==> config.mk <==
export PLATFORM = sky130hd
export DESIGN_NAME = cipher_top
export DESIGN_NICKNAME = d
export VERILOG_FILES = /design/src/hdl/control_pkg.sv /design/src/hdl/cipher_pkg.sv /design/src/hdl/cipher_top.sv /design/src/hdl/cipher_datapath.sv /design/src/hdl/cipher_sequencer.sv /design/src/hdl/caesar_shifter.sv /design/src/hdl/char_entry.sv
export SDC_FILE = /design/constraint.sdc
export NUM_CORES = 1
export LEC_CHECK = 0
export ABC_AREA = 1
export CAP_MARGIN = 20
export CELL_PAD_IN_SITES_DETAIL_PLACEMENT = 2
export CELL_PAD_IN_SITES_GLOBAL_PLACEMENT = 2
export CORE_ASPECT_RATIO = 1.5
export CORE_MARGIN = 5
export CORE_UTILIZATION = 36
export CTS_CLUSTER_DIAMETER = 40
export DETAILED_ROUTE_END_ITERATION = 8
export DONT_BUFFER_PORTS = 1
export GPL_TIMING_DRIVEN = 0
export MAX_ROUTING_LAYER = met4
export PLACE_DENSITY_LB_ADDON = 0.1
export SKIP_LAST_GASP = 1
export SLEW_MARGIN = 10
export SYNTH_ARGS = -nofsm -noshare
export SYNTH_HDL_FRONTEND = slang
export SYNTH_SLANG_ARGS = --single-unit
export TNS_END_PERCENT = 5
==> constraint.sdc <==
create_clock -name clock -period 3.7 [get_ports clock]
set_clock_uncertainty 0.2 [all_clocks]
set_input_delay 0.185 -clock clock [delete_from_list [all_inputs] [get_ports clock]]
set_output_delay 0.185 -clock clock [all_outputs]
set_load 0.02 [all_outputs]
==> src/hdl/control_pkg.sv <==
package control_pkg;

	// Display method.
	// The Vigenere code is reserved and shows the plain buffer.
	typedef enum logic [1:0]
	{
		METHOD_PLAIN     = 2'b00,
		METHOD_CAESAR    = 2'b01,
		METHOD_VIGENERE  = 2'b10,
		METHOD_PLAIN_ALT = 2'b11
	} method_t;

	// Sequencer states.
	// SELECT, SHIFT and WRITE repeat once per letter.
	typedef enum logic [2:0]
	{
		SEQ_IDLE,
		SEQ_LOAD,
		SEQ_SELECT,
		SEQ_SHIFT,
		SEQ_WRITE,
		SEQ_DONE
	} seq_state_t;

endpackage

==> src/hdl/cipher_pkg.sv <==
package cipher_pkg;

	// Width of one letter code.
	localparam int CHAR_W = 5;

	// Letters run from 1 for a to 26 for z.
	localparam int ALPHABET_SIZE = 26;

	// One letter code.
	typedef logic [CHAR_W-1:0] char_t;

	// Shift amount from 0 to 31.
	// Values of 26 and up wrap back around the alphabet.
	typedef logic [4:0] shift_t;

	// Code 0 is a blank.
	// It passes through the shifter untouched.
	localparam char_t CHAR_BLANK = char_t'(0);

endpackage
==> src/hdl/cipher_top.sv <==
`timescale 1ns/1ps

module cipher_top
	import cipher_pkg::*;
	import control_pkg::*;
#(
	parameter int NUM_CHARS = 5,
	localparam int SLOT_W = $clog2(NUM_CHARS)
)
(
	input  logic                  clock,
	input  logic                  resetn,
	input  char_t                 char_in,
	input  logic                  char_load,
	input  logic                  go,
	input  logic                  decode,
	input  shift_t                shift,
	input  method_t               method,
	output char_t [NUM_CHARS-1:0] text_out,
	output logic                  busy,
	output logic                  done
);

	// Buffer contents as typed.
	char_t [NUM_CHARS-1:0] plain_text;

	// Sequencer strobes.
	logic              snap;
	logic              select;
	logic              write;
	logic [SLOT_W-1:0] slot;

	char_entry #(.NUM_CHARS(NUM_CHARS)) u_entry
	(
		.clock      (clock),
		.resetn     (resetn),
		.char_in    (char_in),
		.char_load  (char_load),
		.plain_text (plain_text)
	);

	cipher_sequencer #(.NUM_CHARS(NUM_CHARS)) u_seq
	(
		.clock  (clock),
		.resetn (resetn),
		.go     (go),
		.snap   (snap),
		.select (select),
		.write  (write),
		.slot   (slot),
		.busy   (busy),
		.done   (done)
	);

	cipher_datapath #(.NUM_CHARS(NUM_CHARS)) u_datapath
	(
		.clock      (clock),
		.resetn     (resetn),
		.plain_text (plain_text),
		.shift      (shift),
		.decode     (decode),
		.method     (method),
		.snap       (snap),
		.select     (select),
		.write      (write),
		.slot       (slot),
		.text_out   (text_out)
	);

endmodule

==> src/hdl/cipher_datapath.sv <==
`timescale 1ns/1ps

module cipher_datapath
	import cipher_pkg::*;
	import control_pkg::*;
#(
	parameter int NUM_CHARS = 5,
	localparam int SLOT_W = $clog2(NUM_CHARS)
)
(
	input  logic                  clock,
	input  logic                  resetn,
	input  char_t [NUM_CHARS-1:0] plain_text,
	input  shift_t                shift,
	input  logic                  decode,
	input  method_t               method,
	input  logic                  snap,
	input  logic                  select,
	input  logic                  write,
	input  logic [SLOT_W-1:0]     slot,
	output char_t [NUM_CHARS-1:0] text_out
);

	// Slot 0 sits in the most significant letter.
	localparam logic [SLOT_W-1:0] TOP_POS = SLOT_W'(NUM_CHARS - 1);

	// Snapshot taken at the start of a run.
	char_t [NUM_CHARS-1:0] snap_text;
	shift_t                snap_shift;
	logic                  snap_decode;

	// Letter on its way into the shifter.
	char_t cur_char;

	// Shifter output.
	// Valid one cycle after select.
	char_t shifted;

	// Cipher result.
	char_t [NUM_CHARS-1:0] result;

	// Position of the current slot in the packed text.
	logic [SLOT_W-1:0] pos;

	assign pos = TOP_POS - slot;

	// Snapshot and current letter.
	always_ff @(posedge clock)
	begin
		if (snap)
		begin
			snap_text   <= plain_text;
			snap_shift  <= shift;
			snap_decode <= decode;
		end
		if (select)
		begin
			cur_char <= snap_text[pos];
		end
	end

	// Result letters.
	always_ff @(posedge clock)
	begin
		if (!resetn)
		begin
			result <= {NUM_CHARS{CHAR_BLANK}};
		end
		else if (write)
		begin
			result[pos] <= shifted;
		end
	end

	caesar_shifter u_shifter
	(
		.clock    (clock),
		.cur_char (cur_char),
		.shift    (snap_shift),
		.decode   (snap_decode),
		.shifted  (shifted)
	);

	// Output select.
	// Every method but Caesar shows the buffer as typed.
	always_comb
	begin
		case (method)
			METHOD_CAESAR: text_out = result;
			default:       text_out = plain_text;
		endcase
	end

endmodule

==> src/hdl/cipher_sequencer.sv <==
`timescale 1ns/1ps

module cipher_sequencer
	import cipher_pkg::*;
	import control_pkg::*;
#(
	parameter int NUM_CHARS = 5,
	localparam int SLOT_W = $clog2(NUM_CHARS)
)
(
	input  logic              clock,
	input  logic              resetn,
	input  logic              go,
	output logic              snap,
	output logic              select,
	output logic              write,
	output logic [SLOT_W-1:0] slot,
	output logic              busy,
	output logic              done
);

	localparam logic [SLOT_W-1:0] LAST_SLOT = SLOT_W'(NUM_CHARS - 1);

	seq_state_t state;
	seq_state_t next_state;

	// Next state.
	always_comb
	begin
		next_state = state;
		case (state)
			SEQ_IDLE:
			begin
				if (go)
				begin
					next_state = SEQ_LOAD;
				end
			end
			SEQ_LOAD:   next_state = SEQ_SELECT;
			SEQ_SELECT: next_state = SEQ_SHIFT;
			SEQ_SHIFT:  next_state = SEQ_WRITE;
			SEQ_WRITE:
			begin
				if (slot == LAST_SLOT)
				begin
					next_state = SEQ_DONE;
				end
				else
				begin
					next_state = SEQ_SELECT;
				end
			end
			SEQ_DONE:
			begin
				// Busy is already low here, so a go starts the next run.
				if (go)
				begin
					next_state = SEQ_LOAD;
				end
				else
				begin
					next_state = SEQ_IDLE;
				end
			end
			default:    next_state = SEQ_IDLE;
		endcase
	end

	// State and slot counter.
	always_ff @(posedge clock)
	begin
		if (!resetn)
		begin
			state <= SEQ_IDLE;
			slot  <= '0;
		end
		else
		begin
			state <= next_state;
			// Slot moves on after each write.
			if (state == SEQ_LOAD || (state == SEQ_WRITE && slot == LAST_SLOT))
			begin
				slot <= '0;
			end
			else if (state == SEQ_WRITE)
			begin
				slot <= slot + 1'b1;
			end
		end
	end

	// Strobes to the datapath.
	assign snap   = (state == SEQ_LOAD);
	assign select = (state == SEQ_SELECT);
	assign write  = (state == SEQ_WRITE);

	// Status.
	assign busy = (state != SEQ_IDLE) && (state != SEQ_DONE);
	assign done = (state == SEQ_DONE);

	a_done_pulse: assert property (@(posedge clock) disable iff (!resetn)
		done |=> !done);

	a_slot_range: assert property (@(posedge clock) disable iff (!resetn)
		busy |-> (slot <= LAST_SLOT));

endmodule

==> src/hdl/caesar_shifter.sv <==
`timescale 1ns/1ps

module caesar_shifter
	import cipher_pkg::*;
(
	input  logic   clock,
	input  char_t  cur_char,
	input  shift_t shift,
	input  logic   decode,
	output char_t  shifted
);

	// Alphabet size at the internal width.
	localparam logic [5:0] AB = 6'(ALPHABET_SIZE);

	// Zero-based letter index and reduced shift.
	// Both run from 0 to 25.
	logic [5:0] c_idx;
	logic [5:0] s_mod;

	// Zero-based index after the shift.
	logic [5:0] out_idx;

	always_comb
	begin
		// Shifts of 26 and up wrap once.
		s_mod = {1'b0, shift};
		if (s_mod >= AB)
		begin
			s_mod = s_mod - AB;
		end

		// Out-of-range codes fold back into the alphabet.
		c_idx = {1'b0, cur_char} - 6'd1;
		if (c_idx >= AB)
		begin
			c_idx = c_idx - AB;
		end

		if (decode)
		begin
			// Borrow a full alphabet when the difference goes negative.
			if (c_idx < s_mod)
			begin
				out_idx = c_idx + AB - s_mod;
			end
			else
			begin
				out_idx = c_idx - s_mod;
			end
		end
		else
		begin
			// Sum is at most 50, so one wrap is enough.
			out_idx = c_idx + s_mod;
			if (out_idx >= AB)
			begin
				out_idx = out_idx - AB;
			end
		end
	end

	// One cycle of latency.
	always_ff @(posedge clock)
	begin
		if (cur_char == CHAR_BLANK)
		begin
			shifted <= CHAR_BLANK;
		end
		else
		begin
			shifted <= char_t'(out_idx + 6'd1);
		end
	end

	// A known letter in gives a blank or a real letter one cycle later.
	a_shifted_range: assert property (@(posedge clock)
		!$isunknown(cur_char) |=> (shifted <= char_t'(ALPHABET_SIZE)));

endmodule

==> src/hdl/char_entry.sv <==
`timescale 1ns/1ps

module char_entry
	import cipher_pkg::*;
#(
	parameter int NUM_CHARS = 5,
	localparam int SLOT_W = $clog2(NUM_CHARS)
)
(
	input  logic                    clock,
	input  logic                    resetn,
	input  char_t                   char_in,
	input  logic                    char_load,
	output char_t [NUM_CHARS-1:0]   plain_text
);

	// Letter slots.
	// Slot 0 holds the first letter.
	char_t slot_q [NUM_CHARS];

	// Slot that the next load writes.
	logic [SLOT_W-1:0] wr_idx;

	// Last valid slot index.
	localparam logic [SLOT_W-1:0] LAST_IDX = SLOT_W'(NUM_CHARS - 1);

	always_ff @(posedge clock)
	begin
		if (!resetn)
		begin
			for (int i = 0; i < NUM_CHARS; i++)
			begin
				slot_q[i] <= CHAR_BLANK;
			end
			wr_idx <= '0;
		end
		else if (char_load)
		begin
			slot_q[wr_idx] <= char_in;
			// Wrap back to the first slot after the last one.
			if (wr_idx == LAST_IDX)
			begin
				wr_idx <= '0;
			end
			else
			begin
				wr_idx <= wr_idx + 1'b1;
			end
		end
	end

	// First letter goes to the most significant slot.
	always_comb
	begin
		for (int i = 0; i < NUM_CHARS; i++)
		begin
			plain_text[NUM_CHARS-1-i] = slot_q[i];
		end
	end

endmodule

Word level (Yosys, flattened, before mapping) --
Memories as Yosys holds them, arrays and structs flattened. Index checks and enable logic that the tools add are counted.
Word-level totals: output and inout bits 27, flip-flop bits (word level) 75, memory bits (writable) 25, input bits 17, logic and storage cells 79, memories kept 1
Memory list:
- u_entry.slot_q | words 5, bits a word 5, read ports 5, clocked after Yosys merged registers in 0, write ports 5, RTL line char_entry.sv:19 | char_t slot_q [NUM_CHARS];
Operators by class: mux-type cells 23, order comparisons 6, eq/ne operators 10, bitwise gates (word level) 1, add/subtract/negate cells 12, reductions and logical operators 9
Operators with widths (number):
- 5-bit two-way mux | 6
- 25-bit bitwise mux | 1
- 25-bit two-way mux | 1
- 3-bit case mux with 6 select lines | 1
- 5-bit binary-select mux with 3-bit select | 1
- 5-bit demux with 3-bit select | 1
- 3-bit equality test (second input constant) | 4
- 6-bit by 5-bit greater-or-equal comparator with 1-bit output (second input constant) | 2
- 3-bit two-way mux | 4
- 6-bit two-way mux | 2
- 5-bit subtractor | 2
- 3-bit by 1-bit adder with 3-bit output (second input constant) | 2
- 6-bit adder | 1
- 3-bit by 2-bit equality test with 1-bit output (second input constant) | 2
- 6-bit less-than comparator | 1
- 1-bit two-way mux | 6
- 5-bit by 1-bit subtractor with 6-bit output (second input constant) | 1
- 5-bit by 5-bit subtractor with 6-bit output (second input constant) | 1
- 6-bit by 5-bit subtractor with 6-bit output (second input constant) | 1
- 5-bit by 1-bit adder with 5-bit output (second input constant) | 1
- 5-bit adder (second input constant) | 1
- 5-bit greater-or-equal comparator (second input constant) | 1
- 5-bit logical NOT | 1
- 5-bit OR reduction | 1
- 14 further kinds | 16

Depth between registers and ports, before layout --
Gate-level depths: netlist of the first run.
word-level depth 8, depth in mapped cells 27, depth with buffers taken out 27

Cells and area by module --
From an unflattened synthesis of the first run, not the netlist that was laid out.
Second synthesis, totals: cells, all modules 695, area total of the unflattened synthesis 5705.5 um^2
By module, submodules not included:
- cipher_datapath | sequential area each 1581.5 um^2, area an instance 2869.0 um^2, cells an instance 339, times used 1
- caesar_shifter | sequential area each 100.1 um^2, area an instance 1322.5 um^2, cells an instance 191, times used 1
- char_entry | sequential area each 810.8 um^2, area an instance 1117.3 um^2, cells an instance 100, times used 1
- cipher_sequencer | sequential area each 120.1 um^2, area an instance 396.6 um^2, cells an instance 65, times used 1

Worst setup path after synthesis of the first run --
Ideal clock, no wire load.
path kind reg-to-reg, from register u_datapath.cur_char[0], to register u_datapath.u_shifter.shifted[2], path buffers 0, arrival time 3174 ps, clock period less this slack 3494 ps, slack 206 ps, cell stages (with the launch flop) 23, setup time 120 ps, cells stage by stage edfxtp_1 inv_1 ha_1 nand2_1 nor2_2 inv_2 nand2_2 o21ai_1 o21ai_2 nand3_1 xor2_1 inv_1 ha_1 a21oi_1 nand4_2 nand2_4 nand2_4 nand2_1 nand3_1 and2_1 ha_1 o21ai_0 a21oi_1
Between the ends: cells in the longest elaborated chain, start to end 8
Ends and longest elaborated chain:
- start, declared | RTL line cipher_datapath.sv:33 | char_t cur_char;
- start signal, assigned | RTL line cipher_datapath.sv:58 | cur_char <= snap_text[pos];
- 5-bit by 1-bit subtractor with 6-bit output | RTL line caesar_shifter.sv:34 | c_idx = {1'b0, cur_char} - 6'd1;
- 6-bit by 5-bit subtractor with 6-bit output or 6-bit by 5-bit greater-or-equal comparator with 1-bit output (tied branches) | RTL line caesar_shifter.sv:37, caesar_shifter.sv:35
- 6-bit two-way mux | RTL line caesar_shifter.sv:35 | if (c_idx >= AB)
- 6-bit adder or 5-bit adder (tied branches) | RTL line caesar_shifter.sv:55, caesar_shifter.sv:45
- 5-bit subtractor (tied with other cells) | RTL line caesar_shifter.sv:58 | out_idx = out_idx - AB;
- 5-bit two-way mux (on tied branches) | RTL line caesar_shifter.sv:56, caesar_shifter.sv:43
- 5-bit two-way mux | RTL line caesar_shifter.sv:40 | if (decode)
- 5-bit by 1-bit adder with 5-bit output | RTL line caesar_shifter.sv:72 | shifted <= char_t'(out_idx + 6'd1);
- end signal, assigned | RTL line caesar_shifter.sv:72
- end, declared | RTL line caesar_shifter.sv:10 | output char_t shifted
Several ways; a longest one is shown, not always the timed one. A chain may end at the register's enable or synchronous reset.

Worst setup path in the final report of the first run --
from register u_datapath.cur_char[0], to register u_datapath.u_shifter.shifted[4]
Same word-level chain as after synthesis.

==> metrics.md, run 1 <==
| Metric | Value |
|---|---|
| Detailed router's first-iteration violation count | 125 |
| EDFF count, synth | 61 |
| Share of synthesized area occupied by flip-flops and latches | 0.5077 |
| Hold slack | 0.05006 ns |
| Via count of the first global-routing pass | 4583 |
| Fraction of synthesis flops using an asynchronous set or reset pin | 0 |
| Yosys warning total | 0 |
| Max rail drop VDD | 0.0002461 V |
| Mean cell area of the mapped netlist | 9.530 µm² |
| Routed len/inst | 20.39 µm |
| CTS tree | yes |
| Nets@finish | 639 |
| Minimum clock period after layout | 3.639 ns |
| Upper clock frequency limit | 274.8 MHz |
| Gate family responsible for the most delay along the worst path | simple AND/OR/NAND/NOR gates |
| Required arrival time at the worst endpoint | 3.74 ns |
| Post-synthesis instance area | 5146 µm² |
| Top-Level Pins | 44 |
| Post-Synthesis Cells | 540 |
| Via total after detailed routing | 3986 |
| CTS H-tree lvls | 3 |
| Multi-input gate area | 2514 µm² |
| Number of fill cells in the layout | 1539 |
| CTS Root Cell | clkbuf_16 |
| Remaining Overflow, GRT | 0 |
| Global-route wire length before repair | 25.02 mm |
| Effective utilization at floorplan | 0.3661 |
| Clock transition at the registers of the reported paths | 0.07 ns |
| CP max-delay cell | fa_2 |
| Kind of critical path | flop to flop |
| Post-detailed-route via-to-cell ratio | 5.052 |
| Commonest cells after routing, fill and taps aside | nor2_1, edfxtp_1, inv_1 |
| Period utilization | 0.9835 |
| Synthesis-stage register bit count | 100 |
| Arrival time worst endpoint | 3.68 ns |
| Total CTS buffers | 9 |
| Clock sink count | 100 |
| Worst-path fanout max | 4 |
| Slowest Stage Delay on Critical Path | 0.46 ns |
| Final antenna-violating net count | 0 |
| Share of the core filled with cells | 0.4468 |
| Maximum number of pins on one net before global-route repair | 30 |
| Overall power | 3.529 mW |
| CTS Buffer Depth | 2 |
| Path class of the lowest-slack min-delay path | input pin to flop |
| Worst relative slew slack | 0.6061 |
| Fin. max-slew vios | 0 |
| Post-synthesis net count | 587 |
| Result of the run | complete, no violations |
| Setup repair after global routing missed its margin | true |
| Distinct cell type count of the synthesized netlist | 40 |
| Layout Area Growth over Synthesis | 22.05% |
| Antenna fix cells | 0 |
| Post-Place Cells | 733 |
| Floorplan die width | 107.6 µm |
| Kind of launch point of the worst setup path | flop |
| Post-DP HPWL | 12.04 mm |
| Power density of the placed cells | 561.8 nW/µm² |
| Static leakage | 2.629 nW |
| Area occupied by registers | 2613 µm² |
| Max-cap violations | 0 |
| Worst Tran Pin Value | 0.5909 ns |
| Buffers and inverters on the worst path | 6 |
| Initial antenna violation count | 0 |
| Die H | 156.4 µm |
| Wire length reported by the detailed router | 16.08 mm |
| Core Footprint | 14060 µm² |
| Number of remaining DRC errors | 0 |
| Commonest non-fill, non-tap cell in the layout | nor2_1 |
| Clock latency on the worst-skew pair | 0.35 ns |
| Cells traversed along the worst timing path | inv_2 -> buf_4 -> buf_4 -> nand2_1 -> xor2_2 -> o21ai_2 -> buf_6 -> xnor2_4 -> buf_4 -> fa_2 -> inv_2 -> nand2_2 -> nand3_4 -> nand2_4 -> nand2_2 -> nand3_2 -> and2_4 -> ha_2 -> nand3_2 -> nand2_1 -> nand2_1 -> nor2_1 |
| Final weighted congestion of routability-driven global placement | 0.8695 |
| Category of the worst setup path capture point | flop |
| Share of final-layout standard cells stronger than drive strength 1 | 0.2211 |
| Hold Vio Cnt, Final | 0 |
| Die Area | 16840 µm² |
| Global-route usage over all layers | 0.2029 |
| Primary flip-flop cell chosen by synthesis mapping | edfxtp_1 |
| Site row count | 53 |
| First-pass DRT Iterations | 3 |
| Count of buffers inserted at the top-level ports | 0 |
| Setup violation total in the final timing report | 0 |
| Number of cells in the finished layout apart from fillers | 789 |
## cells by family (layout without fill, tap and decap cells)
logic type,after synthesis,after routing,synth area share
AND/OR/NAND/NOR,231,231,0.2003
flip-flops,100,100,0.5077
XOR/XNOR,13,13,0.02358
multiplexers,26,26,0.05665
AO/OA/AOI/OAI,71,71,0.08121
adder cells (fa/ha/maj),30,30,0.07877
buffers and inverters,69,126,0.05179
## registers in the layout, summed over array words and instances, names as in the netlist
signal,cells
u_datapath.result,25
u_datapath.snap_text,25
u_entry.slot_q,25
u_datapath.cur_char,5
u_datapath.snap_shift,5
u_datapath.u_shifter.shifted,5
u_entry.wr_idx,3
u_seq.slot,3
u_seq.state,3
u_datapath.snap_decode,1
## final timing paths
path | startpoint | to | slack [ns] | cells after the start
min reg2reg | u_entry.slot_q[0][2]$_SDFFCE_PN0P_ | u_datapath.snap_text[22]$_DFFE_PN_ | 0.26 | 0
min | resetn | u_datapath.result[2]$_SDFFE_PN0P_ | 0.05 | 3
max reg2reg | u_datapath.cur_char[0]$_DFFE_PP_ | u_datapath.u_shifter.shifted[4]$_SDFF_PN0_ | 0.06 | 22
max | u_datapath.cur_char[0]$_DFFE_PP_ | u_datapath.u_shifter.shifted[4]$_SDFF_PN0_ | 0.06 | 22
## per-stage QoR
| stage | setup slack (ns) | setup TNS, ns | area (µm²) |
|---|---|---|---|
| after detailed placement | -0.5856 | -2.019 | 5414 |
| after global placement | -0.4104 | -1.457 | 5386 |
| after global routing | -0.1689 | -0.4775 | 6281 |
| final | 0.06087 | 0 | 6281 |
| after floorplan | 0.2064 | 0 | 5146 |
| after CTS | 0.008332 | 0 | 6120 |
## synth_stat cells (5+ instances only)
library cell	n	area [µm²]
mux2_2	25	281.5
clkbuf_1	7	26.28
nand2_2	8	50.05
inv_1	60	225.2
nand2_1	60	225.2
nor3_1	5	25.02
ha_1	26	325.3
edfxtp_1	61	1832
nor2_1	114	427.9
xor2_1	6	52.55
o221ai_1	5	43.79
nand3_1	24	120.1
a21oi_1	14	70.07
xnor2_1	6	52.55
dfxtp_1	39	780.8
o21ai_0	40	200.2
## tightest hold or removal path: stages
cell      delay [ns]
clkbuf_1        0.19
o21ai_0         0.13
nor2_1          0.04
## where the power goes
group | switching [mW] | internal (mW) | total [mW]
registers | 0.0995 | 1.28 | 1.38
logic | 0.714 | 0.528 | 1.24
clock network | 0.409 | 0.497 | 0.906
## area by class of cell
type	count	area share
well taps	192	0.03825
inverters	61	0.03685
flip-flops and latches	100	0.4159
repair buffers	42	0.05976
multi-input cells	371	0.4002
clock buffers	13	0.04163
clock inverters	3	0.003187
plain buffers	7	0.004183
## routing by layer
| layer | part of all wire | vias to the layer above | track usage |
|---|---|---|---|
| li1 | - | 1902 | - |
| met1 | 0.34 | 2010 | 0.1833 |
| met2 | 0.61 | 49 | 0.4104 |
| met3 | 0.018 | 25 | 0.03054 |
| met4 | 0.033 | 0 | 0.07822 |
| met5 | 0 | - | - |
## timing repair
action / CTS / global route
buffers inserted: 16 / 9
gates resized for setup: 29 / 29
hold endpoints to repair: 32 / 0
setup endpoints to repair: 4 / 4
hold buffers: 16 / 0
pin swaps: 9 / 16
(Power assumes the default switching activity.)
==> inputs of run 2 (changes only) <==
- clock period: 3.7 -> 3.1 ns (I/O delays scaled with it)
==> run 2 against run 1 <==
- the run now ends with negative setup slack left
- sequential share of layout area down 1.0 points
- cell count up 1.0%
- worst hold slack worse by 0.029 ns
- routed wire length rose by 2.7%
- largest cell class unchanged
- highest routed layer unchanged
==> metrics.md, run 2 (synthesized netlist as in run 1, its figures left out) <==
| Metric | Value |
|---|---|
| Count of buffers inserted at the top-level ports | 0 (unchanged) |
| Share of the core filled with cells | 0.4581 (+0.01130) |
| First-pass DRT Iterations | 4 (+1) |
| Layout Area Growth over Synthesis | 25.14% |
| Fin. max-slew vios | 0 (unchanged) |
| Nets@finish | 647 (+1.3%) |
| Number of cells in the finished layout apart from fillers | 797 (+1.0%) |
| Final antenna-violating net count | 0 (unchanged) |
| Period utilization | 1.197 (+0.2135) |
| Setup violation total in the final timing report | 4 (+4) |
| Global routing usage on met3 | 0.02806 (-0.002476) |
| Detailed router's first-iteration violation count | 75 (-40%) |
| Commonest cells after routing, fill and taps aside | nor2_1, edfxtp_1, inv_1 |
| Required arrival time at the worst endpoint | 3.18 ns (-0.56 ns) |
| Effective utilization at floorplan | 0.3661 (unchanged) |
| Total CTS buffers | 9 (unchanged) |
| Arrival time worst endpoint | 3.79 ns (+0.11 ns) |
| Power density of the placed cells | 677.6 nW/µm² (+21%) |
| Kind of launch point of the worst setup path | flop |
| Cells traversed along the worst timing path | inv_2 -> ha_4 -> nand2_4 -> nor2_4 -> inv_4 -> nand2_4 -> o21ai_4 -> o21ai_4 -> mux2i_2 -> ha_1 -> fa_2 -> o21bai_1 -> xor2_1 -> nor2_1 -> nor2_1 -> a31oi_2 -> nand2_1 -> nand2_1 -> nor2_1 |
| Met1 usage | 0.1898 (+0.006422) |
| CTS tree | yes |
| Initial antenna violation count | 0 (unchanged) |
| CTS Root Cell | clkbuf_16 |
| CP max-delay cell | fa_2 |
| Clock sink count | 100 (unchanged) |
| Max-cap violations | 0 (unchanged) |
| CTS H-tree lvls | 3 (unchanged) |
| Buffers and inverters on the worst path | 2 (-4) |
| Post-DP HPWL | 12.11 mm (+0.60%) |
| Failing checks | negative setup slack |
| Kind of critical path | flop to flop |
| Gr busiest metal | met2 |
| Floorplan die width | 107.6 µm (unchanged) |
| Critical path's most frequent cell | nor2_1 |
| Final weighted congestion of routability-driven global placement | 0.8185 (-5.9%) |
| Number of remaining DRC errors | 0 (unchanged) |
| Top-Level Pins | 44 (unchanged) |
| Remaining Overflow, GRT | 0 (unchanged) |
| Minimum clock period after layout | 3.711 ns (+0.07164 ns) |
| Summed negative setup slack over all endpoints | -2.138 ns (-2.138 ns) |
| Overall power | 4.363 mW (+24%) |
| Via total after detailed routing | 4015 (+0.73%) |
| Commonest non-fill, non-tap cell in the layout | nor2_1 |
| Global-route usage over all layers | 0.2131 (+0.01017) |
| Max rail drop VDD | 0.0004278 V (+74%) |
| Global-route wire length before repair | 26.19 mm (+4.7%) |
| Routed len/inst | 20.74 µm (+1.7%) |
| Share of final-layout standard cells stronger than drive strength 1 | 0.2479 (+0.02683) |
| Hold Vio Cnt, Final | 0 (unchanged) |
| Worst-path fanout max | 4 (unchanged) |
| Die H | 156.4 µm (unchanged) |
| Number of fill cells in the layout | 1501 (-2.5%) |
| Setup repair after global routing missed its margin | true |
| Worst Tran Pin Value | 0.5736 ns (-0.01735 ns) |
| Wire length reported by the detailed router | 16.53 mm (+2.7%) |
| Slowest Stage Delay on Critical Path | 0.51 ns (+0.05 ns) |
| Clock latency on the worst-skew pair | 0.34 ns (about the same) |
| Maximum number of pins on one net before global-route repair | 30 (unchanged) |
| Worst setup margin | -0.6108 ns (-0.6716 ns) |
| Post-Place Cells | 733 (unchanged) |
| Category of the worst setup path capture point | flop |
| Clock transition at the registers of the reported paths | 0.06 ns (about the same) |
| Die Area | 16840 µm² (unchanged) |
| Largest regs | u_datapath.result: 25 flops, u_datapath.snap_text: 25 flops, u_entry.slot_q: 25 flops |
| Upper clock frequency limit | 269.5 MHz (-1.9%) |
| Core Footprint | 14060 µm² (unchanged) |
| Gate family responsible for the most delay along the worst path | adder cells |
| Result of the run | complete, but fails checks |
| Worst relative slew slack | 0.6176 (+0.01157) |
| CTS Buffer Depth | 2 (unchanged) |
| Met2 Use GR | 0.4416 (+0.03114) |
| Antenna fix cells | 0 (unchanged) |
| Path class of the lowest-slack min-delay path | input pin to flop |
| Static leakage | 2.704 nW (+2.9%) |
| Site row count | 53 (unchanged) |
| Post-detailed-route via-to-cell ratio | 5.038 (-0.28%) |
| Via count of the first global-routing pass | 4687 (+2.3%) |
[run 2: cell count changes in the layout (fill, tap and decap cells not counted), moves of 2 or more]
cell,delta
buf_4,+7
inv_6,+3
buf_12,+2
clkbuf_1,-2
clkbuf_8,+2
ha_2,-2
nand2_1,-2
nand2_2,+2
nor2_1,-2
nor2_2,+2
o21ai_4,+2
[run 2: where the power goes]
| group | internal (mW) | switching (mW) |
|---|---|---|
| logic | 0.679 | 0.898 |
| registers | 1.53 | 0.116 |
| clock network | 0.645 | 0.496 |
| total | 2.85 | 1.51 |
[run 2: path summary, 6_finish.rpt]
path / startpoint / endpoint / slack (ns) / cells past startpoint
worst min-delay path: resetn / u_datapath.result[9]$_SDFFE_PN0P_ / 0.02 / 3
worst max-delay path: u_datapath.cur_char[1]$_DFFE_PP_ / u_datapath.u_shifter.shifted[4]$_SDFF_PN0_ / -0.61 / 19
worst max register to register: u_datapath.cur_char[1]$_DFFE_PP_ / u_datapath.u_shifter.shifted[4]$_SDFF_PN0_ / -0.61 / 19
worst min register to register: u_entry.slot_q[0][0]$_SDFFCE_PN0P_ / u_datapath.snap_text[20]$_DFFE_PN_ / 0.28 / 0
[run 2: cell type report]
type,instances,area (µm²),share of cell area
inverters,61,236.5,0.03672
clock inverters,3,26.28,0.004080
multi-input cells,371,2560,0.3975
clock buffers,13,281.5,0.04371
well taps,192,240.2,0.03730
plain buffers,8,37.54,0.005829
flip-flops and latches,100,2613,0.4057
repair buffers,49,445.4,0.06917
[run 2: layer usage]
metal  vias up  part of all wire
li1       1929                 -
met1      2011              0.33
met2        50              0.62
met3        25             0.020
met4         0             0.029
met5         -                 0
[run 2: repair_timing]
item	in CTS	in global routing
gates resized for setup	46	4
pin swaps	42	5
setup endpoints to repair	9	18
buffers inserted	30	3
endpoints found under the hold margin	37	0
hold buffers	16	0
[run 2: metrics by stage]
| stage | cell area (µm²) | hold WS (ns) | worst slack [ns] |
|---|---|---|---|
| after floorplan | 5211 | 0.05387 | -0.2780 |
| after global placement | 5451 | 0.05394 | -0.8550 |
| after detailed placement | 5479 | 0.05394 | -0.9461 |
| after CTS | 6402 | 0.02682 | -0.4890 |
| after global routing | 6440 | 0.07746 | -0.8393 |
| final | 6440 | 0.02087 | -0.6108 |
[run 2: worst min-delay path: stages]
cell      delay, ns
clkbuf_1       0.19
o21ai_0        0.13
nor2_1         0.04
==> inputs of run 3 (changes only) <==
- REMOVE_ABC_BUFFERS: not set -> 1
==> run 3 against run 2 <==
- the run still ends with negative setup slack left
- non-clock buffer count shrank 12
- register-to-register slack gained 0.03 ns
- cell count is 1.3% lower
- worst setup slack better by 0.030 ns
- maximum frequency is 0.80% higher
- utilization shrank 0.30 points
- total power grew 0.56%
- cell area decreased by 0.66%
- routed wire length shrank 4.8%
- flip-flop and latch count unchanged
- critical endpoint unchanged
==> metrics.md, run 3 (synthesized netlist as in run 1, its figures left out) <==
| Metric | Value |
|---|---|
| Arrival time worst endpoint | 3.73 ns (-0.06 ns) |
| Proportion of power drawn by the clock network | 0.256 (-0.006) |
| Clock transition at the registers of the reported paths | 0.07 ns (about the same) |
| Fin. max-slew vios | 0 (unchanged) |
| Number of cells on the critical path | 22 (+3) |
| Die Area | 16840 µm² (unchanged) |
| Psw | 1.535 mW (+1.6%) |
| Post-DP HPWL | 11.35 mm (-6.3%) |
| Detailed router's first-iteration violation count | 146 (+95%) |
| Initial antenna violation count | 1 (+1) |
| Setup violation total in the final timing report | 14 (+10) |
| Number of cell instances on the worst register-to-register path | 22 (+3) |
| Period utilization | 1.187 (-0.009556) |
| Effective utilization at floorplan | 0.3661 (unchanged) |
| Path class of the lowest-slack min-delay path | input pin to flop |
| Upper clock frequency limit | 271.7 MHz (+0.80%) |
| Total CTS buffers | 9 (unchanged) |
| Largest regs | u_datapath.result: 25 flops, u_datapath.snap_text: 25 flops, u_entry.slot_q: 25 flops |
| Worst Tran Pin Value | 0.6042 ns (+0.03069 ns) |
| Kind of launch point of the worst setup path | flop |
| Worst-path fanout max | 5 (+1) |
| Combinational Power Share | 0.364 (+0.003) |
| Category of the worst setup path capture point | flop |
| Static leakage | 2.664 nW (-1.5%) |
| Power density of the placed cells | 685.9 nW/µm² (+1.2%) |
| Worst relative slew slack | 0.5957 (-0.02195) |
| Setup repair after global routing missed its margin | true |
| CTS Buffer Depth | 2 (unchanged) |
| Share of final-layout standard cells stronger than drive strength 1 | 0.2479 (about the same) |
| Global-route usage over all layers | 0.1956 (-0.01747) |
| Clock latency on the worst-skew pair | 0.35 ns (about the same) |
| Cell-internal power | 2.852 mW (about the same) |
| First-pass DRT Iterations | 4 (unchanged) |
| Max rail drop VDD | 0.0002843 V (-34%) |
| Hold Vio Cnt, Final | 0 (unchanged) |
| Final antenna-violating net count | 0 (unchanged) |
| Critical path's most frequent cell | nor2_1 |
| Wire length reported by the detailed router | 15.73 mm (-4.8%) |
| Number of remaining DRC errors | 0 (unchanged) |
| Cells traversed along the worst timing path | inv_2 -> ha_4 -> nand2_4 -> nor2_4 -> inv_2 -> nand2_4 -> o21ai_2 -> o21ai_2 -> buf_6 -> mux2i_4 -> ha_4 -> inv_4 -> ha_1 -> a21oi_2 -> o21bai_2 -> xor2_1 -> nor2_1 -> nor2_1 -> a31oi_2 -> nand2_1 -> nand2_1 -> nor2_1 |
| Reg power frac | 0.379 (+0.002) |
| CTS Root Cell | clkbuf_16 |
| Share of the core filled with cells | 0.4551 (-0.003026) |
| Switching fraction of total power | 0.3499 (+0.003623) |
| CP max-delay cell | edfxtp_1 |
| Buffers and inverters on the worst path | 4 (+2) |
| Layout Area Growth over Synthesis | 24.31% |
| Dpl ws | -1.140 ns (-0.1935 ns) |
| Nets@finish | 635 (-1.9%) |
| Core Footprint | 14060 µm² (unchanged) |
| Via count of the first global-routing pass | 4459 (-4.9%) |
| Worst setup margin | -0.5812 ns (+0.02962 ns) |
| Floorplan die width | 107.6 µm (unchanged) |
| Count of buffers inserted at the top-level ports | 0 (unchanged) |
| Clock sink count | 100 (unchanged) |
| Die H | 156.4 µm (unchanged) |
| Global-route wire length before repair | 23.89 mm (-8.7%) |
| Final weighted congestion of routability-driven global placement | 0.8286 (+1.2%) |
| Site row count | 53 (unchanged) |
| CTS H-tree lvls | 3 (unchanged) |
| Remaining Overflow, GRT | 0 (unchanged) |
| Failing checks | negative setup slack |
| Max-cap violations | 0 (unchanged) |
| Commonest non-fill, non-tap cell in the layout | nor2_1 |
| Slowest Stage Delay on Critical Path | 0.40 ns (-0.11 ns) |
| Hold path depth | 4 (+1) |
| Kind of critical path | flop to flop |
| Required arrival time at the worst endpoint | 3.15 ns (-0.03 ns) |
| Top-Level Pins | 44 (unchanged) |
| Gate family responsible for the most delay along the worst path | adder cells |
| Maximum number of pins on one net before global-route repair | 33 (+10%) |
| Minimum clock period after layout | 3.681 ns (-0.02962 ns) |
| Commonest cells after routing, fill and taps aside | nor2_1, edfxtp_1, inv_1 |
| CTS tree | yes |
| Result of the run | complete, but fails checks |
| Routed len/inst | 19.99 µm (-3.6%) |
| Post-detailed-route via-to-cell ratio | 4.982 (-1.1%) |
| Via total after detailed routing | 3921 (-2.3%) |
==> run 3: power groups by stage <==
stage	logic [mW]	clock network, mW	registers [mW]
2_1_floorplan	0.839	0	1.61
3_3_place_gp	1.06	0	1.70
3_5_place_dp	1.11	0	1.70
4_1_cts	1.46	1.16	1.67
5_1_grt	1.77	1.21	1.68
6_report	1.60	1.13	1.66
==> run 3: final timing paths <==
kind | start | endpoint | slack (ns)
worst min register to register | u_entry.slot_q[4][1]$_SDFFCE_PN0P_ | u_datapath.snap_text[1]$_DFFE_PN_ | 0.26
worst max-delay path | u_datapath.cur_char[0]$_DFFE_PP_ | u_datapath.u_shifter.shifted[4]$_SDFF_PN0_ | -0.58
worst min-delay path | char_load | u_entry.slot_q[0][4]$_SDFFCE_PN0P_ | 0.12
worst max register to register | u_datapath.cur_char[0]$_DFFE_PP_ | u_datapath.u_shifter.shifted[4]$_SDFF_PN0_ | -0.58
==> run 3: cell type report <==
type                    instances  area (µm²)
multi-input cells             371        2577
inverters                      61       235.2
flip-flops and latches        100        2613
clock inverters                 5       62.56
repair buffers                 45       431.7
clock buffers                  11       232.7
diodes                          2       5.005
fillers                      1510        7661
well taps                     192       240.2
==> run 3: worst reg2reg max path: stages, from the launching register on <==
cell	delay, ns
edfxtp_1	0.40
inv_2	0.11
ha_4	0.20
nand2_4	0.08
nor2_4	0.10
inv_2	0.06
nand2_4	0.07
o21ai_2	0.06
o21ai_2	0.17
buf_6	0.16
mux2i_4	0.29
ha_4	0.24
inv_4	0.07
ha_1	0.31
a21oi_2	0.14
o21bai_2	0.10
xor2_1	0.20
nor2_1	0.17
nor2_1	0.07
a31oi_2	0.20
nand2_1	0.08
nand2_1	0.07
nor2_1	0.04
==> run 3: per-layer routing <==
metal	up-vias	wire length (µm)	GRT usage
met2	48	9605	0.3894
met1	1941	5372	0.1809
met4	0	486	0.08243
li1	1908	-	-
met3	24	270	0.02683
met5	-	0	-
==> run 3: what timing repair did <==
action | in CTS | in global routing
endpoints found under the hold margin | 84 | 0
pin swaps | 25 | 25
cloned | 0 | 0
hold buffers | 14 | 0
buffers inserted | 22 | 6
gates resized for setup | 52 | 21
endpoints found under the setup margin | 14 | 24
==> run 3: through the flow <==
stage | instances | TNS, ns | hold slack, ns | cell area [µm²] | power [mW]
floorplan | 532 | -1.470 | 0.05387 | 5109 | 2.448
global placement | 724 | -4.030 | 0.05394 | 5349 | 2.763
detailed placement | 725 | -5.043 | 0.05393 | 5376 | 2.808
CTS | 777 | -3.109 | 0.1200 | 6237 | 4.291
global route | 787 | -8.270 | 0.1618 | 6397 | 4.653
finish | 787 | -3.202 | 0.1229 | 6397 | 4.388
